### src/xt_bus_pkg.sv
// XT bus glue shared definitions
// Bus widths, I/O port addresses and EMS mapper constants

`default_nettype none

package xt_bus_pkg;

    // Bus widths
    typedef logic [19:0] addr_t;
    typedef logic [7:0]  byte_t;

    // EMS page number and register index
    typedef logic [6:0] ems_map_t;
    typedef logic [1:0] ems_slot_t;

    // Low port blocks, address bits 7 to 5
    localparam logic [2:0] IO_PORT_DMA      = 3'd0;
    localparam logic [2:0] IO_PORT_PIC      = 3'd1;
    localparam logic [2:0] IO_PORT_PIT      = 3'd2;
    localparam logic [2:0] IO_PORT_PPI      = 3'd3;
    localparam logic [2:0] IO_PORT_DMA_PAGE = 3'd4;

    // EMS registers 260h to 263h, compared on bits 15 to 2
    localparam logic [13:0] EMS_PORT_BASE = 14'h0098;

    // Parallel data port 378h, compared on bits 15 to 3
    localparam logic [12:0] LPT_PORT_BASE = 13'h006F;

    // Page frame nibbles
    localparam logic [3:0] EMS_FRAME_A = 4'hA;
    localparam logic [3:0] EMS_FRAME_C = 4'hC;
    localparam logic [3:0] EMS_FRAME_D = 4'hD;

    // EMS register write codes
    localparam byte_t EMS_DISABLE_CODE = 8'hFF;
    localparam byte_t EMS_MAP_LIMIT    = 8'h80;

    // Read value of an unmapped slot
    localparam byte_t IDLE_BYTE = 8'hFF;

    // EMS write FSM
    typedef enum logic {
        EMS_IDLE,
        EMS_COMMIT
    } ems_wr_state_t;

endpackage

`default_nettype wire

### src/bus_read_mux.sv
// Chipset read-back multiplexer
// Parallel-port data latch and the registered priority selection of
// the byte returned to the CPU

`default_nettype none

module bus_read_mux (
    input  logic              clock,
    input  logic              reset,
    input  xt_bus_pkg::byte_t data_i,
    input  logic              io_read_n_i,
    input  logic              io_write_n_i,
    input  logic              inta_n_i,
    input  logic              pic_cs_n_i,
    input  logic              pit_cs_n_i,
    input  logic              ppi_cs_n_i,
    input  logic              ems_sel_i,
    input  logic              lpt_sel_i,
    input  xt_bus_pkg::byte_t pic_data_i,
    input  xt_bus_pkg::byte_t pit_data_i,
    input  xt_bus_pkg::byte_t ppi_data_i,
    input  xt_bus_pkg::byte_t ems_data_i,
    output xt_bus_pkg::byte_t data_bus_o,
    output logic              from_chipset_o
);
    import xt_bus_pkg::*;

    byte_t lpt_data;
    logic  io_read;

    assign io_read = ~io_read_n_i;

    // Parallel port data register, idles high like a floating port
    always_ff @(posedge clock, posedge reset) begin
        if (reset) begin
            lpt_data <= 8'hFF;
        end else if (lpt_sel_i && !io_write_n_i) begin
            lpt_data <= data_i;
        end
    end

    // Interrupt vector first, then the device reads in fixed order
    always_ff @(posedge clock, posedge reset) begin
        if (reset) begin
            from_chipset_o <= 1'b0;
            data_bus_o     <= '0;
        end else if (!inta_n_i) begin
            from_chipset_o <= 1'b1;
            data_bus_o     <= pic_data_i;
        end else if (!pic_cs_n_i && io_read) begin
            from_chipset_o <= 1'b1;
            data_bus_o     <= pic_data_i;
        end else if (!pit_cs_n_i && io_read) begin
            from_chipset_o <= 1'b1;
            data_bus_o     <= pit_data_i;
        end else if (!ppi_cs_n_i && io_read) begin
            from_chipset_o <= 1'b1;
            data_bus_o     <= ppi_data_i;
        end else if (ems_sel_i && io_read) begin
            from_chipset_o <= 1'b1;
            data_bus_o     <= ems_data_i;
        end else if (lpt_sel_i && io_read) begin
            from_chipset_o <= 1'b1;
            data_bus_o     <= lpt_data;
        end else begin
            from_chipset_o <= 1'b0;
            data_bus_o     <= '0;
        end
    end

    // Bus merge upstream ORs the chipset byte in
    a_idle_zero : assert property (@(posedge clock) disable iff (reset)
        !from_chipset_o |-> data_bus_o == '0)
        else $error("bus_read_mux: data driven without from_chipset");

endmodule

`default_nettype wire

### src/ems_mapper.sv
// EMS page mapper
// Four page registers written through ports 260h to 263h, with the
// page-frame hit detection for memory cycles

`default_nettype none

module ems_mapper (
    input  logic                  clock,
    input  logic                  reset,
    input  xt_bus_pkg::addr_t     address_i,
    input  xt_bus_pkg::byte_t     data_i,
    input  logic                  io_write_n_i,
    input  logic                  ems_sel_i,
    input  logic                  io_cycle_i,
    input  logic [1:0]            ems_frame_i,
    output logic [3:0]            ems_hit_o,
    output xt_bus_pkg::byte_t     read_byte_o
);
    import xt_bus_pkg::*;

    ems_wr_state_t state;
    logic          ems_write;
    logic          ems_write_q;
    logic          write_start;
    ems_slot_t     commit_slot;
    byte_t         commit_data;
    logic          commit_disable;
    logic          commit_map;
    ems_map_t      page [4];
    logic [3:0]    page_enable;
    ems_slot_t     read_slot;
    logic [3:0]    frame_nibble;

    assign ems_write   = ems_sel_i & ~io_write_n_i;
    // Only the first clock of a long write strobe counts
    assign write_start = ems_write & ~ems_write_q & (state == EMS_IDLE);

    always_ff @(posedge clock, posedge reset) begin
        if (reset) begin
            state       <= EMS_IDLE;
            ems_write_q <= 1'b0;
        end else begin
            ems_write_q <= ems_write;
            case (state)
                EMS_IDLE: begin
                    if (write_start) begin
                        state <= EMS_COMMIT;
                    end
                end
                default: state <= EMS_IDLE;
            endcase
        end
    end

    // Slot and byte held for the commit step
    always_ff @(posedge clock) begin
        if (write_start) begin
            commit_slot <= address_i[1:0];
            commit_data <= data_i;
        end
    end

    // FFh unmaps the slot, anything from 80h up is ignored
    assign commit_disable = (commit_data == EMS_DISABLE_CODE);
    assign commit_map     = (commit_data < EMS_MAP_LIMIT);

    always_ff @(posedge clock) begin
        if (state == EMS_COMMIT) begin
            if (commit_disable) begin
                page[commit_slot] <= 7'h7F;
            end else if (commit_map) begin
                page[commit_slot] <= commit_data[6:0];
            end
        end
    end

    always_ff @(posedge clock, posedge reset) begin
        if (reset) begin
            page_enable <= '0;
        end else if (state == EMS_COMMIT) begin
            if (commit_disable) begin
                page_enable[commit_slot] <= 1'b0;
            end else if (commit_map) begin
                page_enable[commit_slot] <= 1'b1;
            end
        end
    end

    // Register read-back
    assign read_slot   = address_i[1:0];
    assign read_byte_o = page_enable[read_slot] ? {1'b0, page[read_slot]} : IDLE_BYTE;

    always_comb begin
        case (ems_frame_i)
            2'd0:    frame_nibble = EMS_FRAME_A;
            2'd1:    frame_nibble = EMS_FRAME_C;
            default: frame_nibble = EMS_FRAME_D;
        endcase
    end

    // Each slot covers one 16 KB window of the 64 KB frame
    always_comb begin
        for (int n = 0; n < 4; n++) begin
            ems_hit_o[n] = ~io_cycle_i & page_enable[n]
                         & (address_i[19:14] == {frame_nibble, ems_slot_t'(n)});
        end
    end

    a_commit_single : assert property (@(posedge clock) disable iff (reset)
        state == EMS_COMMIT |=> state == EMS_IDLE)
        else $error("ems_mapper: EMS_COMMIT held for two cycles");

endmodule

`default_nettype wire

### src/io_decoder.sv
// I/O address decoder
// Turns the CPU address and bus strobes into the low-port chip selects
// and the EMS and parallel-port selects

`default_nettype none

module io_decoder (
    input  xt_bus_pkg::addr_t address_i,
    input  logic              io_read_n_i,
    input  logic              io_write_n_i,
    input  logic              address_enable_n_i,
    input  logic              ems_enabled_i,
    output logic              dma_cs_n_o,
    output logic              pic_cs_n_o,
    output logic              pit_cs_n_o,
    output logic              ppi_cs_n_o,
    output logic              dma_page_cs_n_o,
    output logic              ems_sel_o,
    output logic              lpt_sel_o,
    output logic              io_cycle_o
);
    import xt_bus_pkg::*;

    logic       low_port_cycle;
    logic       port_cycle;
    logic [2:0] port_block;

    // Either strobe marks an I/O cycle
    assign io_cycle_o = ~io_read_n_i | ~io_write_n_i;

    // CPU owns the bus during this cycle
    assign port_cycle = io_cycle_o & ~address_enable_n_i;

    // First 256 ports only
    assign low_port_cycle = port_cycle & (address_i[9:8] == 2'b00);
    assign port_block     = address_i[7:5];

    assign dma_cs_n_o      = ~(low_port_cycle && (port_block == IO_PORT_DMA));
    assign pic_cs_n_o      = ~(low_port_cycle && (port_block == IO_PORT_PIC));
    assign pit_cs_n_o      = ~(low_port_cycle && (port_block == IO_PORT_PIT));
    assign ppi_cs_n_o      = ~(low_port_cycle && (port_block == IO_PORT_PPI));
    assign dma_page_cs_n_o = ~(low_port_cycle && (port_block == IO_PORT_DMA_PAGE));

    // EMS registers answer only when the board option is on
    assign ems_sel_o = port_cycle & ems_enabled_i & (address_i[15:2] == EMS_PORT_BASE);

    // 378h to 37Fh
    assign lpt_sel_o = port_cycle & (address_i[15:3] == LPT_PORT_BASE);

    // Low-port devices never share a bus cycle
    always_comb begin
        assert final ($onehot0({~dma_cs_n_o, ~pic_cs_n_o, ~pit_cs_n_o,
                                ~ppi_cs_n_o, ~dma_page_cs_n_o}))
        else $error("io_decoder: more than one low-port chip select active");
    end

endmodule

`default_nettype wire

### src/keyboard_port.sv
// Keyboard side-band port
// Syncs the keyboard interrupt and keycode from the external receiver,
// makes the keyboard reset request and the PS/2 clock inhibit

`default_nettype none

module keyboard_port (
    input  logic              clock,
    input  logic              reset,
    input  logic              kbd_irq_i,
    input  xt_bus_pkg::byte_t keycode_i,
    input  xt_bus_pkg::byte_t port_b_i,
    output logic              irq_o,
    output xt_bus_pkg::byte_t port_a_o,
    output logic              kbd_reset_req_o,
    output logic              ps2_clock_o
);
    import xt_bus_pkg::*;

    logic  irq_q;
    byte_t keycode_q;
    logic  port_b6_q;
    logic  port_b6_prev;

    // Two-stage pipelines toward the PIC and PPI port A
    always_ff @(posedge clock, posedge reset) begin
        if (reset) begin
            irq_q     <= 1'b0;
            irq_o     <= 1'b0;
            keycode_q <= '0;
            port_a_o  <= '0;
        end else begin
            irq_q     <= kbd_irq_i;
            irq_o     <= irq_q;
            keycode_q <= keycode_i;
            port_a_o  <= keycode_q;
        end
    end

    // Port B bit 6 releases the keyboard clock; its rise asks for a reset
    always_ff @(posedge clock, posedge reset) begin
        if (reset) begin
            port_b6_q       <= 1'b1;
            port_b6_prev    <= 1'b1;
            kbd_reset_req_o <= 1'b0;
            ps2_clock_o     <= 1'b1;
        end else begin
            port_b6_q       <= port_b_i[6];
            port_b6_prev    <= port_b6_q;
            kbd_reset_req_o <= port_b6_q & ~port_b6_prev;
            // Hold the clock low until the pending scancode is taken
            ps2_clock_o     <= ~(kbd_irq_i | ~port_b_i[6]);
        end
    end

    a_reset_req_pulse : assert property (@(posedge clock) disable iff (reset)
        kbd_reset_req_o |=> !kbd_reset_req_o)
        else $error("keyboard_port: reset request longer than one clock");

endmodule

`default_nettype wire

### src/timer_clock_divider.sv
// Timer clock divider
// Brings the peripheral clock into the bus clock domain and halves it
// to make the count clock of the timer

`default_nettype none

module timer_clock_divider (
    input  logic clock,
    input  logic reset,
    input  logic peripheral_clock_i,
    output logic timer_clock_o
);

    logic [1:0] sync_q;
    logic       sync_prev;
    logic       peripheral_rise;

    // Two-flop synchronizer plus one stage for edge detection
    always_ff @(posedge clock, posedge reset) begin
        if (reset) begin
            sync_q    <= 2'b00;
            sync_prev <= 1'b0;
        end else begin
            sync_q    <= {sync_q[0], peripheral_clock_i};
            sync_prev <= sync_q[1];
        end
    end

    assign peripheral_rise = sync_q[1] & ~sync_prev;

    // Toggle once per peripheral period
    always_ff @(posedge clock, posedge reset) begin
        if (reset) begin
            timer_clock_o <= 1'b0;
        end else if (peripheral_rise) begin
            timer_clock_o <= ~timer_clock_o;
        end
    end

endmodule

`default_nettype wire

### src/xt_chipset_top.sv
// XT peripheral bus glue, top level
// Connects the decoder, EMS mapper, timer clock divider, keyboard port
// and read-back multiplexer; PIC, PIT and PPI sit outside

`default_nettype none

module xt_chipset_top (
    input  logic              clock,
    input  logic              reset,
    // CPU bus
    input  xt_bus_pkg::addr_t address_i,
    input  xt_bus_pkg::byte_t data_i,
    input  logic              io_read_n_i,
    input  logic              io_write_n_i,
    input  logic              memory_read_n_i,
    input  logic              address_enable_n_i,
    input  logic              inta_n_i,
    // External PIC, PIT and PPI
    input  xt_bus_pkg::byte_t pic_data_i,
    input  xt_bus_pkg::byte_t pit_data_i,
    input  xt_bus_pkg::byte_t ppi_data_i,
    output logic              dma_cs_n_o,
    output logic              pic_cs_n_o,
    output logic              pit_cs_n_o,
    output logic              ppi_cs_n_o,
    output logic              dma_page_cs_n_o,
    // Timer clock source
    input  logic              peripheral_clock_i,
    output logic              timer_clock_o,
    // Keyboard
    input  logic              kbd_irq_i,
    input  xt_bus_pkg::byte_t keycode_i,
    input  xt_bus_pkg::byte_t port_b_i,
    output xt_bus_pkg::byte_t port_a_o,
    output logic              irq_o,
    output logic              kbd_reset_req_o,
    output logic              ps2_clock_o,
    // EMS
    input  logic              ems_enabled_i,
    input  logic [1:0]        ems_frame_i,
    output logic [3:0]        ems_hit_o,
    // Read-back
    output xt_bus_pkg::byte_t data_bus_o,
    output logic              from_chipset_o
);
    import xt_bus_pkg::*;

    logic  ems_sel;
    logic  lpt_sel;
    logic  io_cycle;
    byte_t ems_read_byte;

    io_decoder u_io_decoder (
        .address_i          (address_i),
        .io_read_n_i        (io_read_n_i),
        .io_write_n_i       (io_write_n_i),
        .address_enable_n_i (address_enable_n_i),
        .ems_enabled_i      (ems_enabled_i),
        .dma_cs_n_o         (dma_cs_n_o),
        .pic_cs_n_o         (pic_cs_n_o),
        .pit_cs_n_o         (pit_cs_n_o),
        .ppi_cs_n_o         (ppi_cs_n_o),
        .dma_page_cs_n_o    (dma_page_cs_n_o),
        .ems_sel_o          (ems_sel),
        .lpt_sel_o          (lpt_sel),
        .io_cycle_o         (io_cycle)
    );

    // A memory cycle is any cycle without an I/O strobe
    ems_mapper u_ems_mapper (
        .clock        (clock),
        .reset        (reset),
        .address_i    (address_i),
        .data_i       (data_i),
        .io_write_n_i (io_write_n_i),
        .ems_sel_i    (ems_sel),
        .io_cycle_i   (io_cycle),
        .ems_frame_i  (ems_frame_i),
        .ems_hit_o    (ems_hit_o),
        .read_byte_o  (ems_read_byte)
    );

    timer_clock_divider u_timer_clock_divider (
        .clock              (clock),
        .reset              (reset),
        .peripheral_clock_i (peripheral_clock_i),
        .timer_clock_o      (timer_clock_o)
    );

    keyboard_port u_keyboard_port (
        .clock           (clock),
        .reset           (reset),
        .kbd_irq_i       (kbd_irq_i),
        .keycode_i       (keycode_i),
        .port_b_i        (port_b_i),
        .irq_o           (irq_o),
        .port_a_o        (port_a_o),
        .kbd_reset_req_o (kbd_reset_req_o),
        .ps2_clock_o     (ps2_clock_o)
    );

    bus_read_mux u_bus_read_mux (
        .clock          (clock),
        .reset          (reset),
        .data_i         (data_i),
        .io_read_n_i    (io_read_n_i),
        .io_write_n_i   (io_write_n_i),
        .inta_n_i       (inta_n_i),
        .pic_cs_n_i     (pic_cs_n_o),
        .pit_cs_n_i     (pit_cs_n_o),
        .ppi_cs_n_i     (ppi_cs_n_o),
        .ems_sel_i      (ems_sel),
        .lpt_sel_i      (lpt_sel),
        .pic_data_i     (pic_data_i),
        .pit_data_i     (pit_data_i),
        .ppi_data_i     (ppi_data_i),
        .ems_data_i     (ems_read_byte),
        .data_bus_o     (data_bus_o),
        .from_chipset_o (from_chipset_o)
    );

endmodule

`default_nettype wire

### config.mk
export PLATFORM = sky130hd
export DESIGN_NAME = xt_chipset_top
export DESIGN_NICKNAME = d
export VERILOG_FILES = /design/src/xt_bus_pkg.sv /design/src/bus_read_mux.sv /design/src/ems_mapper.sv /design/src/io_decoder.sv /design/src/keyboard_port.sv /design/src/timer_clock_divider.sv /design/src/xt_chipset_top.sv
export SDC_FILE = /design/constraint.sdc
export NUM_CORES = 1
export LEC_CHECK = 0
export ABC_AREA = 1
export BUFFER_PORTS_ARGS = -buffer_cell sky130_fd_sc_hd__buf_2
export CORE_UTILIZATION = 40
export CTS_BUF_LIST = sky130_fd_sc_hd__clkbuf_16
export DETAILED_ROUTE_END_ITERATION = 8
export GPL_ROUTABILITY_DRIVEN = 0
export PLACE_DENSITY_LB_ADDON = 0.08
export SYNTH_ARGS = -nofsm -noshare
export SYNTH_HDL_FRONTEND = slang
export SYNTH_SLANG_ARGS = --single-unit
### constraint.sdc
create_clock -name clock -period 2 [get_ports clock]
set_input_delay 0.2 -clock clock [delete_from_list [all_inputs] [get_ports clock]]
set_output_delay 0.2 -clock clock [all_outputs]
set_load 0.01 [all_outputs]
* After elaboration in Yosys (flattened, before gate mapping)
Memories as Yosys holds them, arrays and structs flattened. Index checks and enable logic that the tools add are counted.
Operators by class: $lt $le $gt $ge 4, equal/unequal tests 12, mux-type cells 30, bitwise operators 40, reduce and logical (&&, ||, !) cells 18
Operators by type and width (number):
- $mux 8 | 7
- $eq 6x6->1 | 4
- $and 1x1->1 | 18
- $mux 1 | 17
- $not 1->1 | 16
- $eq 14x8->1 const B | 1
- $eq 13x7->1 const B | 1
- $logic_and 1x1->1 | 12
- $eq 8x8->1 const B | 1
- $lt 8x8->1 const B | 1
- $mux 4 | 2
- $mux 7 | 1
- $eq 3x2->1 const B | 2
- $lt 2x3->1 const B | 2
- $pmux 3 s2 | 1
- $and 4x4->4 | 1
- $logic_not 2->1 | 2
- $not 4->4 | 1
- $or 4x4->4 | 1
- $eq 3x1->1 const B | 1
- $eq 3x3->1 const B | 1
- $logic_not 3->1 | 1
- $or 1x1->1 | 3
- $bmux 1 s2 | 1
- other kinds (6) | 6
Storage, ports and cells: register bits after elaboration 59, RAM bits 28, bits of input ports 80, output and inout bits 30, logic and storage cells 124, memories 1
Memory list:
- u_ems_mapper.page | depth 4, width 7, read ports 1, clocked after memory_dff 0, wr ports 1, RTL line ems_mapper.sv:29 | ems_map_t page [4];

* Logic depth before layout (Yosys ltp)
Gate-level depths: netlist of run 1.
depth in word-level cells 11, mapped depth 12, gate-level depth less buffers 11

* By module
A second synthesis of run 1 with hierarchy kept.
Unflattened totals: cells, all modules 412, area total of the unflattened synthesis 3935.0 sq um
By module, submodules not included:
- ems_mapper | instances 1, cells an instance 181, area each 1926.8 sq um, sequential area each 1291.2 sq um
- bus_read_mux | instances 1, cells an instance 155, area each 1129.8 sq um, sequential area each 435.4 sq um
- keyboard_port | instances 1, cells an instance 27, area each 578.1 sq um, sequential area each 554.3 sq um
- io_decoder | instances 1, cells an instance 38, area each 172.7 sq um, sequential area each 0.0 sq um
- timer_clock_divider | instances 1, cells an instance 11, area each 127.6 sq um, sequential area each 100.1 sq um

* Least setup slack after synthesis of run 1
No wires, ideal clock.
path type input-to-reg, from in address_i[6], to reg u_ems_mapper.commit_data[0] (enable), library setup time 406 ps, arrival time 1834 ps, required time 1594 ps, path slack -240 ps, stages 7, path buffers 1, cells stage by stage inv_1 > nor2_2 > nand2_1 > nor2_1 > nand3_2 > buf_4 > nor4_1
On the way: longest elaborated chain between the ends 5
RTL lines:
- start: declaration | RTL line xt_chipset_top.sv:11 | input xt_bus_pkg::addr_t address_i,
- $eq 14x8->1 | RTL line io_decoder.sv:45 | assign ems_sel_o = port_cycle & ems_enabled_i & (address_i[15:2] == EMS_PORT_BASE);
- $and 1x1->1 | RTL line io_decoder.sv:45
- $and 1x1->1 | RTL line ems_mapper.sv:34 | assign ems_write = ems_sel_i & ~io_write_n_i;
- $and 1x1->1 (2 in a row) | RTL line ems_mapper.sv:36 | assign write_start = ems_write & ~ems_write_q & (state == EMS_IDLE);
- net u_ems_mapper.write_start | RTL line ems_mapper.sv:24 | logic write_start;
- end signal: assignment | RTL line ems_mapper.sv:59 | commit_data <= data_i;
- end: declaration | RTL line ems_mapper.sv:26 | byte_t commit_data;
The timed path passes the listed nets, and every way through them passes these cells. A chain may end at the register's enable or synchronous reset.

* Final worst setup path of run 1
from reg u_ems_mapper.commit_data[0], to mem u_ems_mapper.page[3][2] in the netlist's numbering (enable)
On the way: longest elaborated chain between the ends 6, elaborated cells between the ends (all ways) 10, those cells by class order compare (1); eq/ne (1); mux (7); bitwise (1)
RTL lines:
- $lt 8x8->1 | RTL line ems_mapper.sv:65 | assign commit_map = (commit_data < EMS_MAP_LIMIT);
- $mux 1 | RTL line ems_mapper.sv:71 | end else if (commit_map) begin
- $mux 1 | RTL line ems_mapper.sv:69 | if (commit_disable) begin
- $mux 1 | RTL line ems_mapper.sv:68 | if (state == EMS_COMMIT) begin
- $mux 1 (not written as such) | RTL line ems_mapper.sv:72 | page[commit_slot] <= commit_data[6:0];
- $or 1x1->1 (no source line) *
- end: declaration | RTL line ems_mapper.sv:29
Mark *: on every way between the ends. The rest lies on a longest branch, timed or not.

==> reports/qor.yml, run 1 <==
cts:
  clock-sinks: 87
  cts-root-buf: "clkbuf_16"
  clk-insertion-delay-late_ps: 340
  path_clk_slew_ps: 70
  post_cts.repair.setup_buffers: 0
  ctsLongestPathBuffers: 2
  tritoncts.num_buffers: 9
  cts_tree: "yes"
  htree_num_levels: 3
floorplanning:
  design.die.area_mm2: 0.00990
  core_area_mm2: 0.00924
  effective_utilization_at_floorplan_pct: 41.2
  dieWidth_um: 99.5
  fp-row-count: 35
  die_h_um: 99.5
  pin_count: 110
grt:
  grt_max_degree: 20
  grt_pass1_wl_um: 14000
  grt_util_met2_pct: 30.4
  global_route.overflow_total: 0
  global_route.peak_usage_layer: "met2"
  antenna_violations_before_repair: 0
  grt.total_usage_pct: 18.8
  number_of_global_route_vias_before_repair: 2967
  gr-usage-met1_pct: 24.8
  global_route.usage.met3_pct: 3.87
timing:
  maxSlewHeadroom_pct: 71.6
  rsz0062_at_grt: "no"
  timing.setup.tns_ps: 0
  hold_viol: 0
  maxSlewViolCount: 0
  timing.fmax_mhz: 575
  fin_skew_ps: 8.37
  setup_viol: 0
  layout_worst_path_cycle_share_pct: 86.9
  period_minus_slack_ps: 1740
  worst-slew-pin-transition_ps: 424
drt:
  postRouteAntennaNets: 0
  wl_um: 8640
  routed_vias: 3065
  viasPerCell: 4.67
  detail_route.first_pass.iterations: 4
  initialDrtViolationCount: 144
  drc: 0
  routed_wire_length_per_instance_um: 13.1
worst_hold_path:
  kind_of_path_behind_the_tightest_hold_check: "in -> reg"
critical_path:
  critical_path_class: "reg -> reg"
  crit_path_launch_type: "flip-flop"
  critPathBufInv: 2
  critical_path.max_stage_delay_ps: 330
  critPathTopFamily: "simple AND/OR/NAND/NOR gates"
  critPathRequiredTime_ps: 2000
  worstPathMaxFanout: 7
  crit_arrival_ps: 1740
  timing.critical_path.cells: "inv_1 -> nor4_2 -> nand2_1 -> nand2_1 -> nand3_1 -> inv_1"
  critical-path-slowest-cell: "nor4_2"
  critPathCaptureType: "flip-flop"
layout:
  seq_area_mm2: 0.00238
  insertedDiodeCount: 0
  mostFrequentLayoutCells: "buf_2, nand2_1, nor2_1"
  final_layout_size_suffix_gt1_share_pct: 29.9
  area_growth_pct: 30.8
  num-fill-cells: 877
  multi_input_comb_area_mm2: 0.00119
  final_net_count: 603
  most_common_cell_after_layout_fill_and_taps_aside: "buf_2"
logic_synthesis:
  syn-instance-count: 398
  synthArstFlopShare_pct: 56.3
  flip_flop_cell_with_the_highest_count_after_synthesis: "edfxtp_1"
  synthesis.area_per_instance_um2: 9.56
  ys.warnings.count: 0
  synth-seq-cells: 87
  yosysSeqAreaShare_pct: 62.6
  yosysUniqueCellTypes: 29
  post_synthesis_instance_area_mm2: 0.00380
  syn-num-nets: 478
  synth_edf_count: 38
status:
  outcome: "finished, final reports clean"
pwr:
  vdd_ir_drop_max_mv: 0.387
  power.leakage_nw: 2.46
  power-per-cell-area_mw_per_mm2: 798
  fin_total_pwr_w: 0.00397
job:
  timing.max_cap.violations: 0
place:
  place_hpwl_um: 6360
  port_buffers: 101
[area by class of cell]
| class | instances | share of cell area [%] |
|---|---|---|
| multi-input cells | 251 | 24.0 |
| inverters | 50 | 3.77 |
| repair buffers | 124 | 14.7 |
| flip-flops and latches | 87 | 47.9 |
| clock buffers | 10 | 5.03 |
| well taps | 129 | 3.25 |
| clock inverters | 6 | 1.31 |
[power breakdown]
part           switching, W  leakage [nW]  internal, W
Clock              0.000697         0.155      0.00105
Sequential        0.0000148          1.00      0.00191
Combinational      0.000171          1.30     0.000135
Total              0.000882          2.46      0.00309
[cell usage after synthesis, drive strengths merged, types with 2 or more instances]
cell,n,area (um^2)
clkbuf,5,18.8
nor2,65,259
dfrtp,38,951
nand4,8,62.6
edfxtp,38,1140
o2111ai,9,78.8
clkinv,2,7.51
nor3,5,47.5
nor4,3,18.8
o21ai,16,80.1
buf,5,33.8
nand2,103,399
nand3,38,195
inv,48,180
dfstp,11,289
[final timing paths]
check	start	endpoint	slack, ps	cells past startpoint
worst max-delay path	u_ems_mapper.commit_data[0]	u_ems_mapper.page[3][2]	260	6
worst min-delay path	data_i[3]	u_ems_mapper.commit_data[3]	60	1
worst max register to register	u_ems_mapper.commit_data[0]	u_ems_mapper.page[3][2]	260	6
worst min register to register	u_timer_clock_divider.sync_q[0]	u_timer_clock_divider.sync_q[1]	350	0
max in group asynchronous	reset	u_bus_read_mux.lpt_data[7]	1010	4
min in group asynchronous	reset	u_keyboard_port.irq_o	380	3
[routing by layer]
metal / wire (um) / vias to the layer above
met2: 4140 / 82
li1: - / 1544
met1: 3930 / 1427
met5: 0 / -
met4: 127 / 0
met3: 444 / 12
[through the flow]
stage | std cells | worst slack, ps | util (%) | hold WS (ps) | area (um^2)
6_report | 657 | 261 | 53.8 | 55.1 | 4970
5_1_grt | 657 | 60.5 | 53.8 | 50.7 | 4970
4_1_cts | 657 | 173 | 53.8 | 47.3 | 4970
3_5_place_dp | 629 | 183 | 49.0 | 196 | 4530
3_3_place_gp | 629 | 252 | 49.0 | 192 | 4530
2_1_floorplan | 398 | 210 | - | 204 | 3810
[state kept, by name, summed over array words and instances, names as in the netlist, 2 cells and up, named ones only]
signal	cells
u_ems_mapper.page	28
u_bus_read_mux.data_bus_o	8
u_bus_read_mux.lpt_data	8
u_ems_mapper.commit_data	8
u_keyboard_port.keycode_q	8
u_keyboard_port.port_a_o	8
u_ems_mapper.commit_slot	2
u_timer_clock_divider.sync_q	2
[timing repair]
action,CTS,global route
setup endpoints to repair,0,20
endpoints found under the hold margin,26,0
hold buffers,12,0
resized for setup,0,1
[kinds of logic after synthesis]
kind of cell | Yosys count | synth area share, %
compound gates | 27 | 4.51
xor+xnor | 1 | 0.230
buf+inv | 60 | 6.32
flops | 87 | 62.6
simple gates | 223 | 26.3
(Power assumes the default switching activity.)
==> run 2, diff against run 1 <==
--- a/config.mk
+++ b/config.mk
@@ -5,7 +5,7 @@
 export SDC_FILE = /design/constraint.sdc
 export NUM_CORES = 1
 export LEC_CHECK = 0
-export ABC_AREA = 1
+export ABC_AREA = 0
 export BUFFER_PORTS_ARGS = -buffer_cell sky130_fd_sc_hd__buf_2
 export CORE_UTILIZATION = 40
 export CTS_BUF_LIST = sky130_fd_sc_hd__clkbuf_16
==> reports/qor.yml, run 2 <==
status:
  outcome: "finished, final reports clean"
critical_path:
  critPathTopFamily: "simple AND/OR/NAND/NOR gates"
  critPathRequiredTime_ps: 2260  # +260 ps
  critical-path-slowest-cell: "or4b_4"
  critPathCaptureType: "flip-flop"
  worstPathMaxFanout: 8  # +1
  critical_path.max_stage_delay_ps: 530  # +200 ps
  worst-r2r-cell-count: 4  # -2
  critPathBufInv: 1  # -1
  crit_arrival_ps: 2250  # +510 ps
  crit_path_launch_type: "input port"
  timing.critical_path.depth: 6  # unchanged
  worst_setup_path_startpoint: "address_i[15]"
  critical_path_class: "in -> reg"
  timing.critical_path.cells: "buf_2 -> or4b_4 -> or3_4 -> or3_1 -> o21ai_0 -> a32o_1"
drt:
  initialDrtViolationCount: 36  # -75%
  routed_vias: 2486  # -19%
  drc: 0  # unchanged
  wl_um: 7660  # -11%
  routed_wire_length_per_instance_um: 15.6  # +19%
  postRouteAntennaNets: 0  # unchanged
  viasPerCell: 5.07  # +8.8%
  detail_route.first_pass.iterations: 4  # unchanged
place:
  placed_insts: 462  # -27%
  port_buffers: 101  # unchanged
  place_hpwl_um: 5700  # -10%
  place_worst_setup_slack_ps: -303  # -487 ps
timing:
  hold_slack_ps: 72.8  # +17.7 ps
  timing.fmax_mhz: 504  # -12%
  setup_viol: 0  # unchanged
  period_minus_slack_ps: 1980  # +246 ps
  maxSlewHeadroom_pct: 66.8  # -4.8 points
  layout_worst_path_cycle_share_pct: 99.2  # +12 points
  rsz0062_at_grt: "yes"
  hold_viol: 0  # unchanged
  worst-slew-pin-transition_ps: 496  # +72.4 ps
  timing.setup.tns_ps: 0  # unchanged
  maxSlewViolCount: 0  # unchanged
  final_critical_path_setup_slack_ps: 15.5  # -246 ps
  fin_skew_ps: 7.38  # -0.996 ps
logic_synthesis:
  ys.warnings.count: 0  # unchanged
  synthesis.area_per_instance_um2: 14.4  # +50%
  post_synthesis_instance_area_mm2: 0.00354  # -6.8%
  synthArstFlopShare_pct: 56.3  # unchanged
  synthDominantAreaCellType: "edfxtp_1"
  synthTopCellsByArea: "edfxtp_1, dfrtp_1, dfstp_2, mux4_2, nor2b_1"
  synth.cells.most_frequent: "dfrtp_1, edfxtp_1, nor2_1"
  flip_flop_cell_with_the_highest_count_after_synthesis: "edfxtp_1"
  yosys-mux-area-fraction_pct: 7.62  # +7.6 points
  syn-num-nets: 327  # -32%
  post_synth_fa_ha_maj_area_fraction_pct: 0  # unchanged
  largest_family_of_logic_cells_by_synthesized_area: "simple AND/OR/NAND/NOR gates"
  yosysSeqAreaShare_pct: 67.2  # +4.6 points
  synth_top_area_share_pct: 32.2  # +2.2 points
  simple_logic_cell_fraction_of_the_synthesized_area_pct: 15.2  # -11 points
  post_synth_xor_area_fraction_pct: 0.247  # +0.017 points
  syn-instance-count: 247  # -38%
  yosysUniqueCellTypes: 42  # +45%
  synth_edf_count: 38  # unchanged
  synth-seq-cells: 87  # unchanged
  synth-compound-area-share_pct: 8.54  # +4.0 points
pwr:
  fin_total_pwr_w: 0.00390  # -1.7%
  power.leakage_nw: 2.08  # -15%
  vdd_ir_drop_max_mv: 0.626  # +62%
  power-per-cell-area_mw_per_mm2: 821  # +2.8%
floorplanning:
  effective_utilization_at_floorplan_pct: 42.3  # +1.1 points
  dieWidth_um: 96.1  # -3.4%
  pin_count: 110  # unchanged
  design.die.area_mm2: 0.00924  # -6.7%
  fp-row-count: 33  # -5.7%
  core_area_mm2: 0.00838  # -9.3%
  die_h_um: 96.1  # -3.4%
grt:
  grt.total_usage_pct: 18.2  # -0.62 points
  grt_max_degree: 50  # +150%
  global_route.overflow_total: 0  # unchanged
  antenna_violations_before_repair: 0  # unchanged
  number_of_global_route_vias_before_repair: 2548  # -14%
  grt_pass1_wl_um: 12300  # -12%
cts:
  tritoncts.num_buffers: 9  # unchanged
  clk-insertion-delay-late_ps: 330  # about the same
  htree_num_levels: 3  # unchanged
  cts-root-buf: "clkbuf_16"
  post_cts.repair.setup_buffers: 0  # unchanged
  cts_tree: "yes"
  path_clk_slew_ps: 70  # about the same
  clock-sinks: 87  # unchanged
  ctsLongestPathBuffers: 2  # unchanged
layout:
  insertedDiodeCount: 0  # unchanged
  largest_reg_flops: 28  # unchanged
  most_common_cell_after_layout_fill_and_taps_aside: "buf_2"
  largest_register: "u_ems_mapper.page"
  num-fill-cells: 690  # -21%
  area_growth_pct: 34.1
  mostFrequentLayoutCells: "buf_2, dfrtp_1, edfxtp_1"
  final_layout_size_suffix_gt1_share_pct: 44.2  # +14 points
  finalNonFillerCells: 490  # -25%
  final_net_count: 460  # -24%
worst_hold_path:
  holdPathStages: 3  # +2
  holdCritStartpoint: "pic_data_i[3]"
  kind_of_path_behind_the_tightest_hold_check: "in -> reg"
job:
  timing.max_cap.violations: 0  # unchanged
==> run 2: changes by cell type in the layout (fill, tap and decap cells not counted), sizes merged, moves of 7 or more <==
| cell | change |
|---|---|
| nor2 | -45 |
| o2111ai | -9 |
| nand3 | -32 |
| mux2 | +8 |
| nand2 | -91 |
| nor2b | +19 |
| buf | +7 |
| nand4 | -8 |
| mux4 | +8 |
| nand2b | +8 |
| inv | -45 |
==> run 2: area by class of cell <==
cell class / count / area [um^2] / share of cell area, %
clock buffers: 9 / 225 / 4.74
clock inverters: 7 / 85.1 / 1.79
inverters: 2 / 7.51 / 0.158
multi-input cells: 149 / 1140 / 23.9
flip-flops and latches: 87 / 2380 / 50.1
well taps: 105 / 131 / 2.76
repair buffers: 131 / 786 / 16.5
==> run 2: routing by layer <==
metal / GRT usage [%] / part of all wire (%) / vias up
li1: - / - / 1192
met2: 29.9 / 47 / 78
met5: 0 / 0 / -
met3: 3.48 / 4.8 / 5
met1: 24.2 / 47 / 1211
met4: 6.22 / 1.1 / 0
==> run 2: logic make-up after synthesis <==
| kind of cell | after synthesis |
|---|---|
| buf+inv | 11 |
| mux | 16 |
| flops | 87 |
| compound gates | 40 |
| simple gates | 92 |
| xor+xnor | 1 |
==> run 2: worst min-delay path, stage by stage <==
cell and delay, ps:
buf_2 80, nand2_1 50, o21ai_2 40
==> run 2: stage by stage <==
stage,util (%),area (um^2)
3_5_place_dp,51.6,4320
4_1_cts,56.7,4750
5_1_grt,56.7,4750
6_report,56.7,4750
3_3_place_gp,51.6,4320
2_1_floorplan,-,3570
==> run 2: final timing paths <==
check	end	slack [ps]
worst min register to register	u_timer_clock_divider.sync_q[1]	350
worst max-delay path	u_bus_read_mux.data_bus_o[6]	20
min in group asynchronous	u_keyboard_port.keycode_q[3]	450
worst min-delay path	u_bus_read_mux.data_bus_o[3]	70
worst max register to register	u_bus_read_mux.data_bus_o[6]	340
max in group asynchronous	u_bus_read_mux.lpt_data[3]	1260
==> run 2: what timing repair did <==
item / 4_1_cts / 5_1_grt
gates resized for setup: 0 / 0
hold buffers: 12 / 0
endpoints found under the setup margin: 0 / 2
hold endpoints to repair: 50 / 0
==> run 2: report_power, final <==
group / switching (W) / internal (W)
sequential: 0.0000163 / 0.00191
clock: 0.000713 / 0.000994
combinational: 0.000130 / 0.000142
